[config.mk]
export PLATFORM = sky130hd
export DESIGN_NAME = circle_top
export DESIGN_NICKNAME = d
export VERILOG_FILES = /design/src/common/circle_pkg.sv /design/src/hw/circle_ctrl.sv /design/src/hw/circle_datapath.sv /design/src/hw/circle_top.sv /design/src/hw/fillscreen.sv /design/src/hw/pixel_select.sv
export SDC_FILE = /design/constraint.sdc
export NUM_CORES = 1
export LEC_CHECK = 0
export BUFFER_PORTS_ARGS = -buffer_cell sky130_fd_sc_hd__buf_2
export CAP_MARGIN = 25
export CORE_MARGIN = 4
export CORE_UTILIZATION = 50
export CTS_CLUSTER_DIAMETER = 50
export DETAILED_ROUTE_END_ITERATION = 8
export HOLD_SLACK_MARGIN = 0.12
export PLACE_DENSITY_LB_ADDON = 0.25
export SYNTH_ARGS = -nofsm -noshare
export SYNTH_HDL_FRONTEND = slang
export SYNTH_SLANG_ARGS = --single-unit
[constraint.sdc]
create_clock -name clk -period 4.9 [get_ports clk]
set_input_delay 0.49 -clock clk [delete_from_list [all_inputs] [get_ports clk]]
set_output_delay 0.49 -clock clk [all_outputs]
set_load 0.005 [all_outputs]
[src/common/circle_pkg.sv]
package circle_pkg;

    // Controller sequence for one clear-and-draw run
    typedef enum logic [2:0] {
        IDLE  = 3'd0,
        FILL  = 3'd1,
        INIT  = 3'd2,
        CHECK = 3'd3,
        PLOT  = 3'd4,
        STEP  = 3'd5,
        DONE  = 3'd6
    } ctrl_state_t;

    // One of the eight symmetric circle points per iteration
    typedef enum logic [2:0] {
        OCT_0 = 3'd0,
        OCT_1 = 3'd1,
        OCT_2 = 3'd2,
        OCT_3 = 3'd3,
        OCT_4 = 3'd4,
        OCT_5 = 3'd5,
        OCT_6 = 3'd6,
        OCT_7 = 3'd7
    } octant_t;

    // Default frame buffer geometry
    localparam int SCREEN_W_DEFAULT = 160;
    localparam int SCREEN_H_DEFAULT = 120;

    // Pixel coordinate widths that cover the default screen
    localparam int VGA_X_DW_DEFAULT = 8;
    localparam int VGA_Y_DW_DEFAULT = 7;

    // 3-bit RGB colour
    localparam int COLOUR_W = 3;

endpackage

[src/hw/circle_ctrl.sv]
`timescale 1ns/1ps

module circle_ctrl #(
    parameter int OFFSET_DW = 9
)(
    input  logic                        clk,
    input  logic                        resetn,

    input  logic                        start,
    input  logic                        fill_done,
    input  logic signed [OFFSET_DW-1:0] offset_x,
    input  logic signed [OFFSET_DW-1:0] offset_y,

    output logic                        fill_start,
    output logic                        load_init,
    output logic                        step,
    output logic                        draw_circle,
    output logic                        circle_plot_en,
    output circle_pkg::octant_t         octant_sel,
    output logic                        done
);

    circle_pkg::ctrl_state_t state;
    circle_pkg::ctrl_state_t state_next;
    circle_pkg::octant_t     oct_cnt;
    logic                    loop_ok;
    logic                    start_ok;

    // Midpoint loop keeps running while y has not passed x
    assign loop_ok = (offset_y <= offset_x);

    // Start is only honoured when no run is in progress
    assign start_ok = start &&
                      (state == circle_pkg::IDLE || state == circle_pkg::DONE);

    always_comb begin
        state_next = state;
        case (state)
            circle_pkg::IDLE: begin
                if (start_ok) begin
                    state_next = circle_pkg::FILL;
                end
            end
            circle_pkg::FILL: begin
                if (fill_done) begin
                    state_next = circle_pkg::INIT;
                end
            end
            circle_pkg::INIT: begin
                state_next = circle_pkg::CHECK;
            end
            circle_pkg::CHECK: begin
                if (loop_ok) begin
                    state_next = circle_pkg::PLOT;
                end else begin
                    state_next = circle_pkg::DONE;
                end
            end
            circle_pkg::PLOT: begin
                // Eight cycles, one per octant
                if (oct_cnt == circle_pkg::OCT_7) begin
                    state_next = circle_pkg::STEP;
                end
            end
            circle_pkg::STEP: begin
                state_next = circle_pkg::CHECK;
            end
            circle_pkg::DONE: begin
                if (start_ok) begin
                    state_next = circle_pkg::FILL;
                end
            end
            default: begin
                state_next = circle_pkg::IDLE;
            end
        endcase
    end

    always_ff @(posedge clk) begin
        if (!resetn) begin
            state <= circle_pkg::IDLE;
        end else begin
            state <= state_next;
        end
    end

    // Octant counter restarts at OCT_0 on every entry to PLOT
    always_ff @(posedge clk) begin
        if (!resetn) begin
            oct_cnt <= circle_pkg::OCT_0;
        end else if (state == circle_pkg::CHECK) begin
            oct_cnt <= circle_pkg::OCT_0;
        end else if (state == circle_pkg::PLOT) begin
            oct_cnt <= circle_pkg::octant_t'(oct_cnt + 3'd1);
        end
    end

    // Strobes decoded straight from the state
    assign fill_start     = start_ok;
    assign load_init      = (state == circle_pkg::INIT);
    assign step           = (state == circle_pkg::STEP);
    assign circle_plot_en = (state == circle_pkg::PLOT);
    assign done           = (state == circle_pkg::DONE);
    assign octant_sel     = oct_cnt;

    // Circle source owns the pixel port from INIT onwards
    assign draw_circle = (state == circle_pkg::INIT)  ||
                         (state == circle_pkg::CHECK) ||
                         (state == circle_pkg::PLOT)  ||
                         (state == circle_pkg::STEP)  ||
                         (state == circle_pkg::DONE);

endmodule

[src/hw/circle_datapath.sv]
`timescale 1ns/1ps

module circle_datapath #(
    parameter int RADIUS_DW = 8,
    parameter int OFFSET_DW = 9
)(
    input  logic                        clk,
    input  logic                        resetn,

    input  logic [RADIUS_DW-1:0]        radius,
    input  logic                        load_init,
    input  logic                        step,

    output logic signed [OFFSET_DW-1:0] offset_x,
    output logic signed [OFFSET_DW-1:0] offset_y
);

    // Two spare bits so that 2*(y-x)+1 never wraps
    localparam int CRIT_DW = OFFSET_DW + 2;

    localparam logic signed [CRIT_DW-1:0] CRIT_ONE = 1;

    logic signed [CRIT_DW-1:0]   crit;
    logic signed [CRIT_DW-1:0]   crit_next;
    logic signed [CRIT_DW-1:0]   radius_ext;
    logic signed [CRIT_DW-1:0]   y_ext;
    logic signed [CRIT_DW-1:0]   x_ext;
    logic signed [OFFSET_DW-1:0] x_next;
    logic signed [OFFSET_DW-1:0] y_next;
    logic                        dec_x;

    // Radius is unsigned, so zero extend it
    assign radius_ext = {{(CRIT_DW-RADIUS_DW){1'b0}}, radius};

    // x only moves in when the criterion has gone positive
    assign dec_x  = (crit > 0);
    assign y_next = offset_y + 1'b1;
    assign x_next = dec_x ? (offset_x - 1'b1) : offset_x;

    always_comb begin
        y_ext = y_next;
        x_ext = x_next;
        if (dec_x) begin
            crit_next = crit + ((y_ext - x_ext) <<< 1) + CRIT_ONE;
        end else begin
            crit_next = crit + (y_ext <<< 1) + CRIT_ONE;
        end
    end

    always_ff @(posedge clk) begin
        if (!resetn) begin
            offset_x <= '0;
            offset_y <= '0;
            crit     <= '0;
        end else if (load_init) begin
            offset_x <= OFFSET_DW'(radius);
            offset_y <= '0;
            crit     <= CRIT_ONE - radius_ext;
        end else if (step) begin
            offset_x <= x_next;
            offset_y <= y_next;
            crit     <= crit_next;
        end
    end

endmodule

[src/hw/circle_top.sv]
`timescale 1ns/1ps

module circle_top #(
    parameter int SCREEN_W  = circle_pkg::SCREEN_W_DEFAULT,
    parameter int SCREEN_H  = circle_pkg::SCREEN_H_DEFAULT,
    parameter int VGA_X_DW  = circle_pkg::VGA_X_DW_DEFAULT,
    parameter int VGA_Y_DW  = circle_pkg::VGA_Y_DW_DEFAULT,
    parameter int RADIUS_DW = 8,
    parameter int OFFSET_DW = VGA_X_DW + 1
)(
    input  logic                            clk,
    input  logic                            resetn,

    input  logic                            start,
    input  logic [RADIUS_DW-1:0]            radius,
    input  logic [VGA_X_DW-1:0]             centre_x,
    input  logic [VGA_Y_DW-1:0]             centre_y,
    input  logic [circle_pkg::COLOUR_W-1:0] colour,

    output logic [VGA_X_DW-1:0]             vga_x,
    output logic [VGA_Y_DW-1:0]             vga_y,
    output logic [circle_pkg::COLOUR_W-1:0] vga_colour,
    output logic                            plot,
    output logic                            done
);

    logic                        fill_start;
    logic                        fill_done;
    logic                        load_init;
    logic                        step;
    logic                        draw_circle;
    logic                        circle_plot_en;
    circle_pkg::octant_t         octant_sel;
    logic signed [OFFSET_DW-1:0] offset_x;
    logic signed [OFFSET_DW-1:0] offset_y;
    logic [VGA_X_DW-1:0]         fill_x;
    logic [VGA_Y_DW-1:0]         fill_y;
    logic                        fill_plot;

    circle_ctrl #(
        .OFFSET_DW (OFFSET_DW)
    ) i_ctrl (
        .clk            (clk),
        .resetn         (resetn),
        .start          (start),
        .fill_done      (fill_done),
        .offset_x       (offset_x),
        .offset_y       (offset_y),
        .fill_start     (fill_start),
        .load_init      (load_init),
        .step           (step),
        .draw_circle    (draw_circle),
        .circle_plot_en (circle_plot_en),
        .octant_sel     (octant_sel),
        .done           (done)
    );

    circle_datapath #(
        .RADIUS_DW (RADIUS_DW),
        .OFFSET_DW (OFFSET_DW)
    ) i_datapath (
        .clk       (clk),
        .resetn    (resetn),
        .radius    (radius),
        .load_init (load_init),
        .step      (step),
        .offset_x  (offset_x),
        .offset_y  (offset_y)
    );

    fillscreen #(
        .SCREEN_W (SCREEN_W),
        .SCREEN_H (SCREEN_H),
        .VGA_X_DW (VGA_X_DW),
        .VGA_Y_DW (VGA_Y_DW)
    ) i_fill (
        .clk        (clk),
        .resetn     (resetn),
        .fill_start (fill_start),
        .fill_done  (fill_done),
        .fill_x     (fill_x),
        .fill_y     (fill_y),
        .fill_plot  (fill_plot)
    );

    pixel_select #(
        .SCREEN_W  (SCREEN_W),
        .SCREEN_H  (SCREEN_H),
        .VGA_X_DW  (VGA_X_DW),
        .VGA_Y_DW  (VGA_Y_DW),
        .OFFSET_DW (OFFSET_DW)
    ) i_pixel (
        .clk            (clk),
        .resetn         (resetn),
        .centre_x       (centre_x),
        .centre_y       (centre_y),
        .colour         (colour),
        .load_init      (load_init),
        .draw_circle    (draw_circle),
        .circle_plot_en (circle_plot_en),
        .octant_sel     (octant_sel),
        .offset_x       (offset_x),
        .offset_y       (offset_y),
        .fill_x         (fill_x),
        .fill_y         (fill_y),
        .fill_plot      (fill_plot),
        .vga_x          (vga_x),
        .vga_y          (vga_y),
        .vga_colour     (vga_colour),
        .plot           (plot)
    );

endmodule

[src/hw/fillscreen.sv]
`timescale 1ns/1ps

module fillscreen #(
    parameter int SCREEN_W = 160,
    parameter int SCREEN_H = 120,
    parameter int VGA_X_DW = 8,
    parameter int VGA_Y_DW = 7
)(
    input  logic                clk,
    input  logic                resetn,

    input  logic                fill_start,
    output logic                fill_done,
    output logic [VGA_X_DW-1:0] fill_x,
    output logic [VGA_Y_DW-1:0] fill_y,
    output logic                fill_plot
);

    localparam logic [VGA_X_DW-1:0] X_LAST = VGA_X_DW'(SCREEN_W - 1);
    localparam logic [VGA_Y_DW-1:0] Y_LAST = VGA_Y_DW'(SCREEN_H - 1);

    logic busy;

    // Column-major raster, y is the inner loop
    always_ff @(posedge clk) begin
        if (!resetn) begin
            busy      <= 1'b0;
            fill_done <= 1'b0;
            fill_x    <= '0;
            fill_y    <= '0;
        end else if (fill_start) begin
            busy      <= 1'b1;
            fill_done <= 1'b0;
            fill_x    <= '0;
            fill_y    <= '0;
        end else if (busy) begin
            if (fill_y == Y_LAST) begin
                fill_y <= '0;
                if (fill_x == X_LAST) begin
                    busy      <= 1'b0;
                    fill_done <= 1'b1;
                end else begin
                    fill_x <= fill_x + 1'b1;
                end
            end else begin
                fill_y <= fill_y + 1'b1;
            end
        end
    end

    assign fill_plot = busy;

endmodule

[src/hw/pixel_select.sv]
`timescale 1ns/1ps

module pixel_select #(
    parameter int SCREEN_W  = 160,
    parameter int SCREEN_H  = 120,
    parameter int VGA_X_DW  = 8,
    parameter int VGA_Y_DW  = 7,
    parameter int OFFSET_DW = 9
)(
    input  logic                            clk,
    input  logic                            resetn,

    input  logic [VGA_X_DW-1:0]             centre_x,
    input  logic [VGA_Y_DW-1:0]             centre_y,
    input  logic [circle_pkg::COLOUR_W-1:0] colour,
    input  logic                            load_init,
    input  logic                            draw_circle,
    input  logic                            circle_plot_en,
    input  circle_pkg::octant_t             octant_sel,
    input  logic signed [OFFSET_DW-1:0]     offset_x,
    input  logic signed [OFFSET_DW-1:0]     offset_y,
    input  logic [VGA_X_DW-1:0]             fill_x,
    input  logic [VGA_Y_DW-1:0]             fill_y,
    input  logic                            fill_plot,

    output logic [VGA_X_DW-1:0]             vga_x,
    output logic [VGA_Y_DW-1:0]             vga_y,
    output logic [circle_pkg::COLOUR_W-1:0] vga_colour,
    output logic                            plot
);

    // One extra bit over the offsets holds centre plus or minus offset
    localparam int PT_DW = OFFSET_DW + 1;

    logic [VGA_X_DW-1:0]             cx_q;
    logic [VGA_Y_DW-1:0]             cy_q;
    logic [circle_pkg::COLOUR_W-1:0] colour_q;
    logic signed [PT_DW-1:0]         cx_ext;
    logic signed [PT_DW-1:0]         cy_ext;
    logic signed [PT_DW-1:0]         dx;
    logic signed [PT_DW-1:0]         dy;
    logic signed [PT_DW-1:0]         pt_x;
    logic signed [PT_DW-1:0]         pt_y;
    logic                            swap;
    logic                            neg_x;
    logic                            neg_y;
    logic                            on_screen;

    always_ff @(posedge clk) begin
        if (!resetn) begin
            cx_q     <= '0;
            cy_q     <= '0;
            colour_q <= '0;
        end else if (load_init) begin
            cx_q     <= centre_x;
            cy_q     <= centre_y;
            colour_q <= colour;
        end
    end

    assign cx_ext = {{(PT_DW-VGA_X_DW){1'b0}}, cx_q};
    assign cy_ext = {{(PT_DW-VGA_Y_DW){1'b0}}, cy_q};

    // Swap and sign pattern for each octant
    always_comb begin
        case (octant_sel)
            circle_pkg::OCT_0: {swap, neg_x, neg_y} = 3'b000;
            circle_pkg::OCT_1: {swap, neg_x, neg_y} = 3'b100;
            circle_pkg::OCT_2: {swap, neg_x, neg_y} = 3'b110;
            circle_pkg::OCT_3: {swap, neg_x, neg_y} = 3'b010;
            circle_pkg::OCT_4: {swap, neg_x, neg_y} = 3'b011;
            circle_pkg::OCT_5: {swap, neg_x, neg_y} = 3'b111;
            circle_pkg::OCT_6: {swap, neg_x, neg_y} = 3'b101;
            circle_pkg::OCT_7: {swap, neg_x, neg_y} = 3'b001;
            default:           {swap, neg_x, neg_y} = 3'b000;
        endcase
    end

    always_comb begin
        dx   = swap ? offset_y : offset_x;
        dy   = swap ? offset_x : offset_y;
        pt_x = neg_x ? (cx_ext - dx) : (cx_ext + dx);
        pt_y = neg_y ? (cy_ext - dy) : (cy_ext + dy);
    end

    assign on_screen = (pt_x >= 0) && (pt_x < SCREEN_W) &&
                       (pt_y >= 0) && (pt_y < SCREEN_H);

    // Off-screen points come out at the origin with plot low
    assign vga_x = !draw_circle ? fill_x :
                   on_screen    ? pt_x[VGA_X_DW-1:0] : '0;
    assign vga_y = !draw_circle ? fill_y :
                   on_screen    ? pt_y[VGA_Y_DW-1:0] : '0;

    assign vga_colour = draw_circle ? colour_q : '0;
    assign plot       = draw_circle ? (circle_plot_en && on_screen) : fill_plot;

endmodule

==> impl_metrics.ini <==
[logic_synthesis]
netlist_area_um2 = 6584
syn_avg_cell_area_um2 = 7.682
synthMuxAreaShare_pct = 3.706
synth_edf_count = 0
synth-simple-area-share_pct = 22.52
synth-compound-area-share_pct = 21.70
synth.largest_area_cell = dfxtp_1
synth-adder-area-share_pct = 12.90
yosysWarningCount = 0
synth.distinct_cells = 71
synthTopCellsByArea = dfxtp_1 (22%), ha_1 (11%), xnor2_1 (6.5%)
ys_seq_area_share_pct = 22.20
synth_top_family_by_area = simple AND/OR/NAND/NOR gates
synth.most_common_cell = nand2_1
synth_commonest_cells = nand2_1 (104), nor2_1 (92), dfxtp_1 (73), ha_1 (59), a21oi_1 (58)
synth_nets = 950
ys.flop_type = dfxtp_1
synth.top_cell.area_share_pct = 22.20
synthCells = 857
ys_seq_elements = 73
postSynth.asyncResetShare_pct = 0
synth-xor-area-share_pct = 11.44

[clock_network]
htreeDepth = 3
clkSlewWorstSetupHoldPaths_ns = 0.06
clockBufferDepth = 2
cts_buffers = 9
tritoncts = built
clockRootBuffer = clkbuf_16
clock-sinks = 73
clk_latency_ns = 0.35

[critical_path]
cpMostUsedCell = a2111oi_4
cp-start-kind = flop
path_buf_inv = 3
critical_path_class = reg2out
critPathArrivalTime_ns = 4.22
slowest_delay_ns = 0.46
required_ns = 4.41
cp_slowest_cell = a221oi_1
crit_fanout = 8
path_cells = inv_1 -> o21a_1 -> ha_1 -> and2_1 -> a21oi_1 -> xor2_1 -> ha_2 -> nor2b_1 -> a221oi_1 -> nand3_2 -> a2111oi_4 -> a21oi_2 -> a2111oi_4 -> buf_6 -> a22o_1 -> buf_2
cp-end-kind = primary output
crit_family = compound AO/OA/AOI/OAI gates

[placement]
numPortBuffers = 48
gp_congestion = 0.8966
dp_hpwl_um = 13030

[power]
intPower_w = 0.001124
total_power_w = 0.001421
ir_drop_uv = 208.0
p_sw_share_pct = 20.92
leakage_nw = 3.033
power.switching_w = 0.0002973
powerDensity_nw_per_um2 = 192.5
seqPwrFrac_pct = 42.2
power_frac_comb_pct = 3.2
p_clk_share_pct = 54.6

[layout]
syn_to_final_growth_pct = 12.16
multiInputGateArea_um2 = 4836
drive_gt1_share_pct = 13.37
n_antenna_cell = 0
fin_util_pct = 57.81
fillCellCount = 1221
seq_area_um2 = 1474
nets = 978

[floorplanning]
die_y_um = 122.8
boundaryPins = 49
start_util_pct = 51.54
core_um2 = 12770
die_area_um2 = 15070
rows = 41
fp.dieW_um = 122.8

[grt]
grt_antenna_before_repair = 0
grt_start_max_net_pins = 37
first_global_vias = 5654
grt_first_pass_wirelength_um = 28100
gr-usage-all-layers_pct = 23.61
grt.overflow.total = 0

[routing]
routed_wl_um = 17390
drtIter0Drc = 399
viasPerCell = 5.732
post_drt_wl_per_cell_um = 16.38
drt_pass1_iterations = 5
via_count = 6087
drtAntennaViolNets = 0
drc = 0

[run]
timing.max_cap.violations = 0

[timing]
setup_tns_ns = 0
worstMarginPinSlew_ns = 1.045
layout_min_cycle_time_ns = 4.711
period_share_pct = 96.14
hold_violations = 0
timing.slew.headroom_pct = 30.08
fin_skew_ns = 0.008067
timing.final.setup_violations = 0
fmax_ghz = 0.2123
slew_viol_final = 0

[outcome]
outcome = finished clean

[worst_hold_path]
hold_class = in2reg
sequential cells by signal (all words and copies together) (netlist names), 3 cells and up:
| signal | flops |
|---|---|
| i_pixel.cx_q | 8 |
| i_fill.fill_x | 8 |
| i_fill.fill_y | 7 |
| i_datapath.offset_x | 9 |
| i_datapath.crit | 11 |
| i_ctrl.octant_sel | 3 |
| i_pixel.colour_q | 3 |
| i_ctrl.state | 3 |
| i_pixel.cy_q | 7 |
| i_datapath.offset_y | 9 |
worst register-to-register path, stage by stage, from the launching register on:
cell and delay, ns:
dfxtp_1 0.35, nor4_2 0.49, a31oi_2 0.27, o21ai_0 0.50
ha_1 0.33, nor2b_1 0.14, o21bai_1 0.13, nor4_1 0.08
or4_1 0.52, xor2_1 0.16, ha_1 0.22, or3_1 0.32
o211ai_1 0.24, o21ai_0 0.16, xnor2_1 0.15, mux2i_1 0.13
nand2_1 0.07, a21oi_1 0.16
area by class of cell:
type | count | area share, %
multi-input cells | 695 | 65.49
flip-flops and latches | 73 | 19.96
repair buffers | 61 | 4.676
clock buffers | 11 | 3.287
well taps | 172 | 2.914
inverters | 45 | 2.287
clock inverters | 5 | 1.389
logic make-up (layout without fill, tap and decap cells):
group | after synthesis | count (layout)
AO/OA/AOI/OAI | 207 | 207
XOR/XNOR | 86 | 86
adder cells (fa/ha/maj) | 65 | 65
buffers and inverters | 89 | 122
flip-flops | 73 | 73
multiplexers | 24 | 24
AND/OR/NAND/NOR | 313 | 313
worst paths after layout:
path / from / to / slack, ns / cells after the start
setup / recovery: i_datapath.offset_x[0] / vga_y[5] / 0.19 / 16
hold / removal: centre_y[1] / i_pixel.cy_q[1] / 0.39 / 3
setup reg to reg: i_datapath.crit[4] / i_datapath.crit[9] / 0.43 / 17
hold reg to reg: i_pixel.colour_q[1] / i_pixel.colour_q[1] / 0.46 / 2
per-layer routing:
layer  global-route usage, %  vias to the layer above  share of wire, %  wire [um]
li1                        -                     3078                 -          -
met1                   32.52                     2861                47       8206
met3                   4.378                       27               5.0        878
met4                   7.418                        0               1.8        313
met2                   37.34                      121                46       7994
met5                       0                        -                 0          0
placed cells by master (no fill, tap or decap), types with 9 or more instances in the layout:
| master | instances |
|---|---|
| o211ai_1 | 11 |
| mux2i_1 | 19 |
| a21boi_0 | 11 |
| nand2_1 | 104 |
| xnor2_1 | 49 |
| nand2b_1 | 9 |
| ha_1 | 57 |
| a21oi_1 | 57 |
| a22o_1 | 16 |
| dfxtp_1 | 65 |
| nor2b_1 | 17 |
| o21ai_0 | 28 |
| clkbuf_16 | 9 |
| xor2_1 | 37 |
| nand3_1 | 18 |
| inv_1 | 45 |
| buf_4 | 11 |
| nor3_1 | 21 |
| buf_2 | 48 |
| nor2_1 | 91 |
power groups by stage:
stage,Combinational (W),Clock [W],Sequential (W)
final,0.0000453,0.000776,0.000600
after global routing,0.0000493,0.000809,0.000601
after CTS,0.0000452,0.000787,0.000601
after detailed placement,0.0000450,0,0.000614
after global placement,0.0000452,0,0.000614
after floorplan,0.0000248,0,0.000610
stage by stage:
step                      instances  worst slack, ns  hold WS, ns  cell area, um2
after floorplan                 857          0.07691       0.4352            6585
after global placement         1041           0.4311       0.4495            6913
after detailed placement       1041           0.4368       0.4561            6913
after CTS                      1057          0.08802       0.3805            7258
after global routing           1062         -0.04474       0.3852            7385
final                          1062           0.1893       0.3928            7385
timing repair:
action / in CTS / in global routing
hold buffers: 0 / 0
setup endpoints to repair: 0 / 16
buffers inserted: 0 / 4
gates resized for setup: 0 / 28
Note: power is estimated with default switching activity, not from simulation.
